[config.mk]
export PLATFORM = sky130hd
export DESIGN_NAME = mem_stage_top
export DESIGN_NICKNAME = d
export VERILOG_FILES = /design/src/common/mem_stage_pkg.sv /design/src/mem_stage/load_result_align.sv /design/src/mem_stage/mem_access_decode.sv /design/src/mem_stage/mem_bus_request.sv /design/src/mem_stage/mem_stage_top.sv
export SDC_FILE = /design/constraint.sdc
export NUM_CORES = 1
export LEC_CHECK = 0
export ABC_AREA = 1
export BUFFER_PORTS_ARGS = -buffer_cell sky130_fd_sc_hd__buf_2
export CAP_MARGIN = 40
export CORE_UTILIZATION = 40
export CTS_CLUSTER_DIAMETER = 200
export DETAILED_ROUTE_END_ITERATION = 8
export GPL_TIMING_DRIVEN = 1
export PLACE_DENSITY = 0.72
export RECOVER_POWER = 100
export SYNTH_ARGS = -nofsm -noshare
export SYNTH_HDL_FRONTEND = slang
export SYNTH_SLANG_ARGS = --single-unit
[constraint.sdc]
create_clock -name clk -period 3.95 [get_ports clk]
set_input_delay 0.1975 -clock clk [delete_from_list [all_inputs] [get_ports clk]]
set_output_delay 0.1975 -clock clk [all_outputs]
set_load 0.03 [all_outputs]
[src/common/mem_stage_pkg.sv]
package mem_stage_pkg;

    typedef logic [31:0] word_t;    // Data or address word.
    typedef logic [7:0]  mem_op_t;  // One-hot memory operation.
    typedef logic [4:0]  reg_idx_t; // Destination register index.
    typedef logic [5:0]  ecode_t;   // Exception code.
    typedef logic [3:0]  strb_t;    // Byte write strobe, one bit per lane.
    typedef logic [1:0]  size_t;    // Access size as seen on the data bus.

    // Bit positions inside mem_op.
    localparam int OP_LB  = 0;
    localparam int OP_LH  = 1;
    localparam int OP_LW  = 2;
    localparam int OP_LBU = 3;
    localparam int OP_LHU = 4;
    localparam int OP_SB  = 5;
    localparam int OP_SH  = 6;
    localparam int OP_SW  = 7;

    localparam size_t SIZE_BYTE = 2'd0;
    localparam size_t SIZE_HALF = 2'd1;
    localparam size_t SIZE_WORD = 2'd2;

    localparam ecode_t ECODE_NONE = 6'h00;
    localparam ecode_t ECODE_ALE  = 6'h09; // Address alignment exception.

    // Bus FSM states.
    // BUS_IDLE waits for an access and drives req.
    // BUS_WAIT_DATA has finished the address phase and waits for data_ok.
    // BUS_HELD keeps the returned data while writeback stalls.
    typedef enum logic [1:0] {
        BUS_IDLE,
        BUS_WAIT_DATA,
        BUS_HELD
    } bus_state_t;

endpackage

[src/mem_stage/load_result_align.sv]
module load_result_align (
    input  logic                    clk,
    input  logic                    rst,
    input  logic                    advance,
    input  logic                    out_ready,
    input  mem_stage_pkg::mem_op_t  mem_op,
    input  mem_stage_pkg::word_t    alu_result,
    input  mem_stage_pkg::word_t    load_word,
    input  logic                    align_fault,
    input  mem_stage_pkg::word_t    pc,
    input  mem_stage_pkg::reg_idx_t dest,
    input  logic                    gr_we,
    output logic                    out_valid,
    output mem_stage_pkg::word_t    pc_out,
    output mem_stage_pkg::word_t    result_out,
    output mem_stage_pkg::reg_idx_t dest_out,
    output logic                    gr_we_out,
    output logic                    has_exception_out,
    output mem_stage_pkg::ecode_t   ecode_out,
    output mem_stage_pkg::word_t    badv_out
);

    logic [7:0]           byte_lane;
    logic [15:0]          half_lane;
    mem_stage_pkg::word_t stage_result;

    always_comb begin
        case (alu_result[1:0])
            2'd0: byte_lane = load_word[7:0];
            2'd1: byte_lane = load_word[15:8];
            2'd2: byte_lane = load_word[23:16];
            default: byte_lane = load_word[31:24];
        endcase
    end

    assign half_lane = alu_result[1] ? load_word[31:16] : load_word[15:0];

    always_comb begin
        stage_result = alu_result; // Stores and ALU instructions pass the address/result through.
        if (!align_fault) begin
            if (mem_op[mem_stage_pkg::OP_LB]) begin
                stage_result = {{24{byte_lane[7]}}, byte_lane};
            end else if (mem_op[mem_stage_pkg::OP_LBU]) begin
                stage_result = {24'd0, byte_lane};
            end else if (mem_op[mem_stage_pkg::OP_LH]) begin
                stage_result = {{16{half_lane[15]}}, half_lane};
            end else if (mem_op[mem_stage_pkg::OP_LHU]) begin
                stage_result = {16'd0, half_lane};
            end else if (mem_op[mem_stage_pkg::OP_LW]) begin
                stage_result = load_word;
            end
        end
    end

    // A held result stays put until writeback takes it.
    always_ff @(posedge clk) begin
        if (rst) begin
            out_valid <= 1'b0;
        end else if (out_ready) begin
            out_valid <= advance;
        end
    end

    always_ff @(posedge clk) begin
        if (rst) begin
            gr_we_out         <= 1'b0;
            has_exception_out <= 1'b0;
        end else if (advance) begin
            gr_we_out         <= gr_we & ~align_fault; // No writeback on a fault.
            has_exception_out <= align_fault;
        end
    end

    always_ff @(posedge clk) begin
        if (advance) begin
            pc_out     <= pc;
            result_out <= stage_result;
            dest_out   <= dest;
            ecode_out  <= align_fault ? mem_stage_pkg::ECODE_ALE : mem_stage_pkg::ECODE_NONE;
            badv_out   <= align_fault ? alu_result : '0;
        end
    end

endmodule

[src/mem_stage/mem_access_decode.sv]
module mem_access_decode (
    input  mem_stage_pkg::mem_op_t mem_op,
    input  mem_stage_pkg::word_t   alu_result,
    input  mem_stage_pkg::word_t   rkd_value,
    output logic                   mem_access,
    output logic                   is_store,
    output mem_stage_pkg::size_t   size,
    output mem_stage_pkg::strb_t   wstrb,
    output mem_stage_pkg::word_t   wdata,
    output logic                   align_fault
);

    logic                 is_load;
    logic                 is_half;
    logic                 is_word;
    logic [1:0]           offset;
    mem_stage_pkg::strb_t lane_strb;

    assign offset = alu_result[1:0];

    assign is_load = mem_op[mem_stage_pkg::OP_LB]
                   | mem_op[mem_stage_pkg::OP_LH]
                   | mem_op[mem_stage_pkg::OP_LW]
                   | mem_op[mem_stage_pkg::OP_LBU]
                   | mem_op[mem_stage_pkg::OP_LHU];

    assign is_store = mem_op[mem_stage_pkg::OP_SB]
                    | mem_op[mem_stage_pkg::OP_SH]
                    | mem_op[mem_stage_pkg::OP_SW];

    assign is_half = mem_op[mem_stage_pkg::OP_LH]
                   | mem_op[mem_stage_pkg::OP_LHU]
                   | mem_op[mem_stage_pkg::OP_SH];

    assign is_word = mem_op[mem_stage_pkg::OP_LW] | mem_op[mem_stage_pkg::OP_SW];

    assign mem_access = is_load | is_store;

    // Halfwords need an even address, words a multiple of four.
    assign align_fault = (is_half & offset[0]) | (is_word & (|offset));

    always_comb begin
        if (is_word) begin
            size = mem_stage_pkg::SIZE_WORD;
        end else if (is_half) begin
            size = mem_stage_pkg::SIZE_HALF;
        end else begin
            size = mem_stage_pkg::SIZE_BYTE;
        end
    end

    always_comb begin
        lane_strb = '0;
        if (mem_op[mem_stage_pkg::OP_SB]) begin
            lane_strb = 4'b0001 << offset;
        end else if (mem_op[mem_stage_pkg::OP_SH]) begin
            lane_strb = 4'b0011 << offset;
        end else if (mem_op[mem_stage_pkg::OP_SW]) begin
            lane_strb = 4'b1111;
        end
    end

    assign wstrb = align_fault ? '0 : lane_strb; // A faulting store writes nothing.

    // The value is copied to every lane so the strobe alone picks the target bytes.
    always_comb begin
        wdata = '0;
        if (mem_op[mem_stage_pkg::OP_SB]) begin
            wdata = {4{rkd_value[7:0]}};
        end else if (mem_op[mem_stage_pkg::OP_SH]) begin
            wdata = {2{rkd_value[15:0]}};
        end else if (mem_op[mem_stage_pkg::OP_SW]) begin
            wdata = rkd_value;
        end
    end

endmodule

[src/mem_stage/mem_bus_request.sv]
module mem_bus_request (
    input  logic                 clk,
    input  logic                 rst,
    input  logic                 in_valid,
    input  logic                 mem_access,
    input  logic                 align_fault,
    input  logic                 out_ready,
    input  logic                 addr_ok,
    input  logic                 data_ok,
    input  mem_stage_pkg::word_t rdata,
    output logic                 req,
    output logic                 in_ready,
    output logic                 advance,
    output mem_stage_pkg::word_t load_word
);

    mem_stage_pkg::bus_state_t state;
    mem_stage_pkg::bus_state_t state_next;
    mem_stage_pkg::word_t      held_word;
    logic                      need_bus;
    logic                      data_done;
    logic                      ready_go;

    // Misaligned accesses complete without touching the bus.
    assign need_bus = in_valid & mem_access & ~align_fault;

    assign req = need_bus & (state == mem_stage_pkg::BUS_IDLE);

    assign data_done = (state == mem_stage_pkg::BUS_WAIT_DATA) & data_ok;

    // The instruction is finished once its data phase has come back.
    assign ready_go = ~need_bus
                    | data_done
                    | (state == mem_stage_pkg::BUS_HELD);

    assign in_ready = ~in_valid | (ready_go & out_ready);
    assign advance  = in_valid & ready_go & out_ready;

    always_comb begin
        state_next = state;
        case (state)
            mem_stage_pkg::BUS_IDLE: begin
                if (req && addr_ok) begin
                    state_next = mem_stage_pkg::BUS_WAIT_DATA;
                end
            end
            mem_stage_pkg::BUS_WAIT_DATA: begin
                if (data_ok) begin
                    state_next = out_ready ? mem_stage_pkg::BUS_IDLE : mem_stage_pkg::BUS_HELD;
                end
            end
            mem_stage_pkg::BUS_HELD: begin
                if (out_ready) begin
                    state_next = mem_stage_pkg::BUS_IDLE;
                end
            end
            default: begin
                state_next = mem_stage_pkg::BUS_IDLE;
            end
        endcase
    end

    always_ff @(posedge clk) begin
        if (rst) begin
            state <= mem_stage_pkg::BUS_IDLE;
        end else begin
            state <= state_next;
        end
    end

    // Read data is only valid in the data_ok cycle, so keep it during a stall.
    always_ff @(posedge clk) begin
        if (data_done && !out_ready) begin
            held_word <= rdata;
        end
    end

    assign load_word = (state == mem_stage_pkg::BUS_HELD) ? held_word : rdata;

endmodule

[src/mem_stage/mem_stage_top.sv]
module mem_stage_top (
    input  logic                    clk,
    input  logic                    rst,

    input  logic                    in_valid,
    output logic                    in_ready,
    input  mem_stage_pkg::word_t    pc,
    input  mem_stage_pkg::word_t    alu_result,
    input  mem_stage_pkg::mem_op_t  mem_op,
    input  mem_stage_pkg::word_t    rkd_value,
    input  mem_stage_pkg::reg_idx_t dest,
    input  logic                    gr_we,

    output logic                    out_valid,
    input  logic                    out_ready,
    output mem_stage_pkg::word_t    pc_out,
    output mem_stage_pkg::word_t    result_out,
    output mem_stage_pkg::reg_idx_t dest_out,
    output logic                    gr_we_out,
    output logic                    has_exception_out,
    output mem_stage_pkg::ecode_t   ecode_out,
    output mem_stage_pkg::word_t    badv_out,

    output logic                    req,
    output logic                    wr,
    output mem_stage_pkg::size_t    size,
    output mem_stage_pkg::word_t    addr,
    output mem_stage_pkg::strb_t    wstrb,
    output mem_stage_pkg::word_t    wdata,
    input  logic                    addr_ok,
    input  logic                    data_ok,
    input  mem_stage_pkg::word_t    rdata
);

    logic                 mem_access;
    logic                 is_store;
    logic                 align_fault;
    logic                 advance;
    mem_stage_pkg::word_t load_word;

    assign wr   = is_store;
    assign addr = alu_result; // The bus address is the effective address from execute.

    mem_access_decode u_decode (
        .mem_op      (mem_op),
        .alu_result  (alu_result),
        .rkd_value   (rkd_value),
        .mem_access  (mem_access),
        .is_store    (is_store),
        .size        (size),
        .wstrb       (wstrb),
        .wdata       (wdata),
        .align_fault (align_fault)
    );

    mem_bus_request u_bus_request (
        .clk         (clk),
        .rst         (rst),
        .in_valid    (in_valid),
        .mem_access  (mem_access),
        .align_fault (align_fault),
        .out_ready   (out_ready),
        .addr_ok     (addr_ok),
        .data_ok     (data_ok),
        .rdata       (rdata),
        .req         (req),
        .in_ready    (in_ready),
        .advance     (advance),
        .load_word   (load_word)
    );

    load_result_align u_result (
        .clk               (clk),
        .rst               (rst),
        .advance           (advance),
        .out_ready         (out_ready),
        .mem_op            (mem_op),
        .alu_result        (alu_result),
        .load_word         (load_word),
        .align_fault       (align_fault),
        .pc                (pc),
        .dest              (dest),
        .gr_we             (gr_we),
        .out_valid         (out_valid),
        .pc_out            (pc_out),
        .result_out        (result_out),
        .dest_out          (dest_out),
        .gr_we_out         (gr_we_out),
        .has_exception_out (has_exception_out),
        .ecode_out         (ecode_out),
        .badv_out          (badv_out)
    );

endmodule

==> flow_summary_export.csv <==
group,metric,value,unit
status,run_status,"complete, but fails checks",
status,failed_checks,"capacitance limit, slew limit",
placed_design,io_buffer_count,326,
setup_path,path_depth,9,
setup_path,crit_top_cell,"nand2_1",
timing,relSlewSlack,-15.1,%
final_layout,n_antenna_cell,0,
synthesis,avgSynthCellArea,8.54,um^2
clocking,cts.htree.levels,4,
final_layout,drive_above_1_share,13.7,%
timing,fin_tns_setup,0,ns
clocking,cts_sinks,139,
timing,post-route-min-period,2.88,ns
setup_path,crit_fanout,38,
timing,post-route-period-util,73.0,%
timing,finalClockSkew,0.0102,ns
setup_path,rrSetupSlack,1.07,ns
final_layout,fillers,1887,
final_layout,area_growth,33.1,%
placed_design,placed_cells,1377,
detailed_routing,avgRoutedWirePerCell,16.3,um
clocking,root_buffer,"clkbuf_16",
placed_design,place_congestion,0.884,
setup_path,crit_path_top_delay_cell,"nand2_1",
timing,drv_slew,33,
synthesis,synth_top_area_share,52.9,%
die,rows,50,
setup_path,cp.required,4.13,ns
clocking,cts_setup_buffers,0,
synthesis,ys_warn_count,0,
clocking,max-clock-path-buffers,2,
setup_path,max_stage_delay,0.90,ns
global_route,antenna_found_initial,1,
detailed_routing,via_per_inst,4.87,
detailed_routing,vias,7203,
global_route,globalRouteOverflowTotal,0,
final_layout,nets,1384,
die,io_pins,331,
worst_hold_path,whs_path_depth,3,
global_route,grt_pass1_vias,6579,
timing,clock.fmax,0.347,GHz
detailed_routing,antenna_left,0,
synthesis,synth_cell_types,31,
timing,worstMarginPinSlew,1.73,ns
timing,rsz0062_at_grt,"no",
power_and_ir_drop,leakagePower,4.44,nW
synthesis,synthTopCellsByArea,"edfxtp_1, nand2_1, nand3_1",
final_layout,utilization,54.3,%
final_layout,finalNonFillerCells,1479,
synthesis,yosysSeqAreaShare,54.2,%
detailed_routing,post-route-drc-count,0,
power_and_ir_drop,pwr_density_cell,412,nW/um^2
setup_path,reg2reg_depth,9,
detailed_routing,firstDrtPassIters,5,
timing,hold_violations,0,
synthesis,ys_ff_latch,139,
final_layout,layout_commonest_cell,"nand2_1",
detailed_routing,drt_iter0_markers,662,
synthesis,syn_inst,890,
clocking,clk_latency,0.43,ns
detailed_routing,wirelength,24100,um
global_route,grt_first_pass_wirelength,36200,um
die,die_area,19600,um^2
clocking,cts_tree,"yes",
global_route,grt_max_degree,103,
setup_path,path_cells,"clkinv_1, nand2_1, nand2_2, nand3_1, nand4_1, nand3_4, nand2_1, nand2_1, nand2_1",
power_and_ir_drop,ir_drop,315,uV
setup_path,cp_top_family,"simple AND/OR/NAND/NOR gates",
flow_run,drv_cap,1,
die,start_util,40.8,%
timing,fin_hold_ws,0.0361,ns
placed_design,dp_hpwl,17100,um
synthesis,netlist_area,7600,um^2
die,core_area,18600,um^2
setup_path,worstSetupStartpointType,"flip-flop",
timing,finalSetupViolCount,0,
clocking,path_clk_slew,0.07,ns
setup_path,path_buf_inv,1,
die,dieWidth,140,um
die,die_height,140,um
final_layout,layout_common_cells,"nand2_1, clkbuf_1, edfxtp_1",
setup_path,cp-end-kind,"flip-flop",
setup_path,crit_arrival,3.06,ns
worst_hold_path,hp-class,"input port to flip-flop",
setup_path,critical_path_class,"flip-flop to flip-flop",
power_and_ir_drop,power,4.17,mW
global_route,grtUsageTotal,24.3,%
clocking,cts_made_buffers,17,
synthesis,synth_area_leader_cell,"edfxtp_1",
[sequential cells by signal (all words and copies together), names as in the netlist]
signal and count:
u_result.gr_we_out 1, u_bus_request.state 2, u_result.result_out 32, u_result.pc_out 32
u_result.has_exception_out 1, u_result.dest_out 5, u_bus_request.held_word 32, u_result.out_valid 1
u_result.badv_out 32, u_result.ecode_out 1
[worst min-delay path: cells and delay by family]
family | cells | cell delay, ns
and+or+nand+nor | 1 | 0.07
AOI/OAI and AO/OA | 1 | 0.05
buffers and inverters | 1 | 0.09
[area by class of cell]
| cell class | count | area [um^2] | share of cell area [%] |
|---|---|---|---|
| Clock buffer | 17 | 425 | 4.20 |
| Clock inverter | 15 | 195 | 1.93 |
| Inverter | 106 | 402 | 3.97 |
| Multi-Input combinational cell | 565 | 2540 | 25.1 |
| Sequential cell | 139 | 4120 | 40.8 |
| Tap cell | 234 | 293 | 2.89 |
| Timing Repair Buffer | 403 | 2140 | 21.2 |
[power breakdown]
part           total [mW]  internal, mW  switching (mW)
registers            1.70          1.69          0.0152
logic               0.781         0.229           0.552
clock network        1.68         0.968           0.713
total                4.17          2.89            1.28
[cells in the mapped netlist, drive strengths merged]
master	instances
nand2	282
or2	5
conb	1
nand4	1
edfxtp	134
ha	4
clkbuf	15
nand3	114
nand3b	2
nor4	1
nor3	6
o211ai	8
a21oi	45
nor2	46
dfxtp	5
o21ai	47
clkinv	4
buf	68
inv	102
[kinds of logic (layout without fill, tap and decap cells)]
| kind of cell | Yosys count | count (layout) | synth area share, % |
|---|---|---|---|
| compound gates | 100 | 100 | 6.89 |
| fa+ha+maj | 4 | 4 | 0.658 |
| buf+inv | 189 | 541 | 12.4 |
| flops | 139 | 139 | 54.2 |
| other cells | 1 | 4 | 0.0493 |
| simple gates | 457 | 457 | 25.8 |
[worst paths after layout]
path                                            from                                       to
min reg2reg  u_result.has_exception_out$_SDFFE_PP0P_  u_result.has_exception_out$_SDFFE_PP0P_
min                                          addr_ok      u_bus_request.state[0]$_SDFFE_PP0P_
max              u_bus_request.state[0]$_SDFFE_PP0P_        u_result.result_out[24]$_DFFE_PP_
max reg2reg      u_bus_request.state[0]$_SDFFE_PP0P_        u_result.result_out[24]$_DFFE_PP_
[metrics by stage]
| stage | setup WS [ns] | cell area [um^2] |
|---|---|---|
| floorplan | 0.390 | 7620 |
| global placement | 1.36 | 9060 |
| detailed placement | 1.36 | 9080 |
| CTS | 1.60 | 10400 |
| global route | 0.797 | 10100 |
| finish | 1.07 | 10100 |
[layer usage]
layer	wire length (um)	GRT usage (%)	vias up
met1	10900	33.0	3264
met4	535	8.39	2
li1	-	-	3569
met5	13	0	-
met2	11200	38.8	326
met3	1470	4.61	42
[what timing repair did]
item                                    CTS  global route
endpoints found under the setup margin    0             0
hold buffers                             70             0
hold endpoints to repair                 70             0
resized for setup                         0             0
Note: power is estimated with default switching activity, not from simulation.
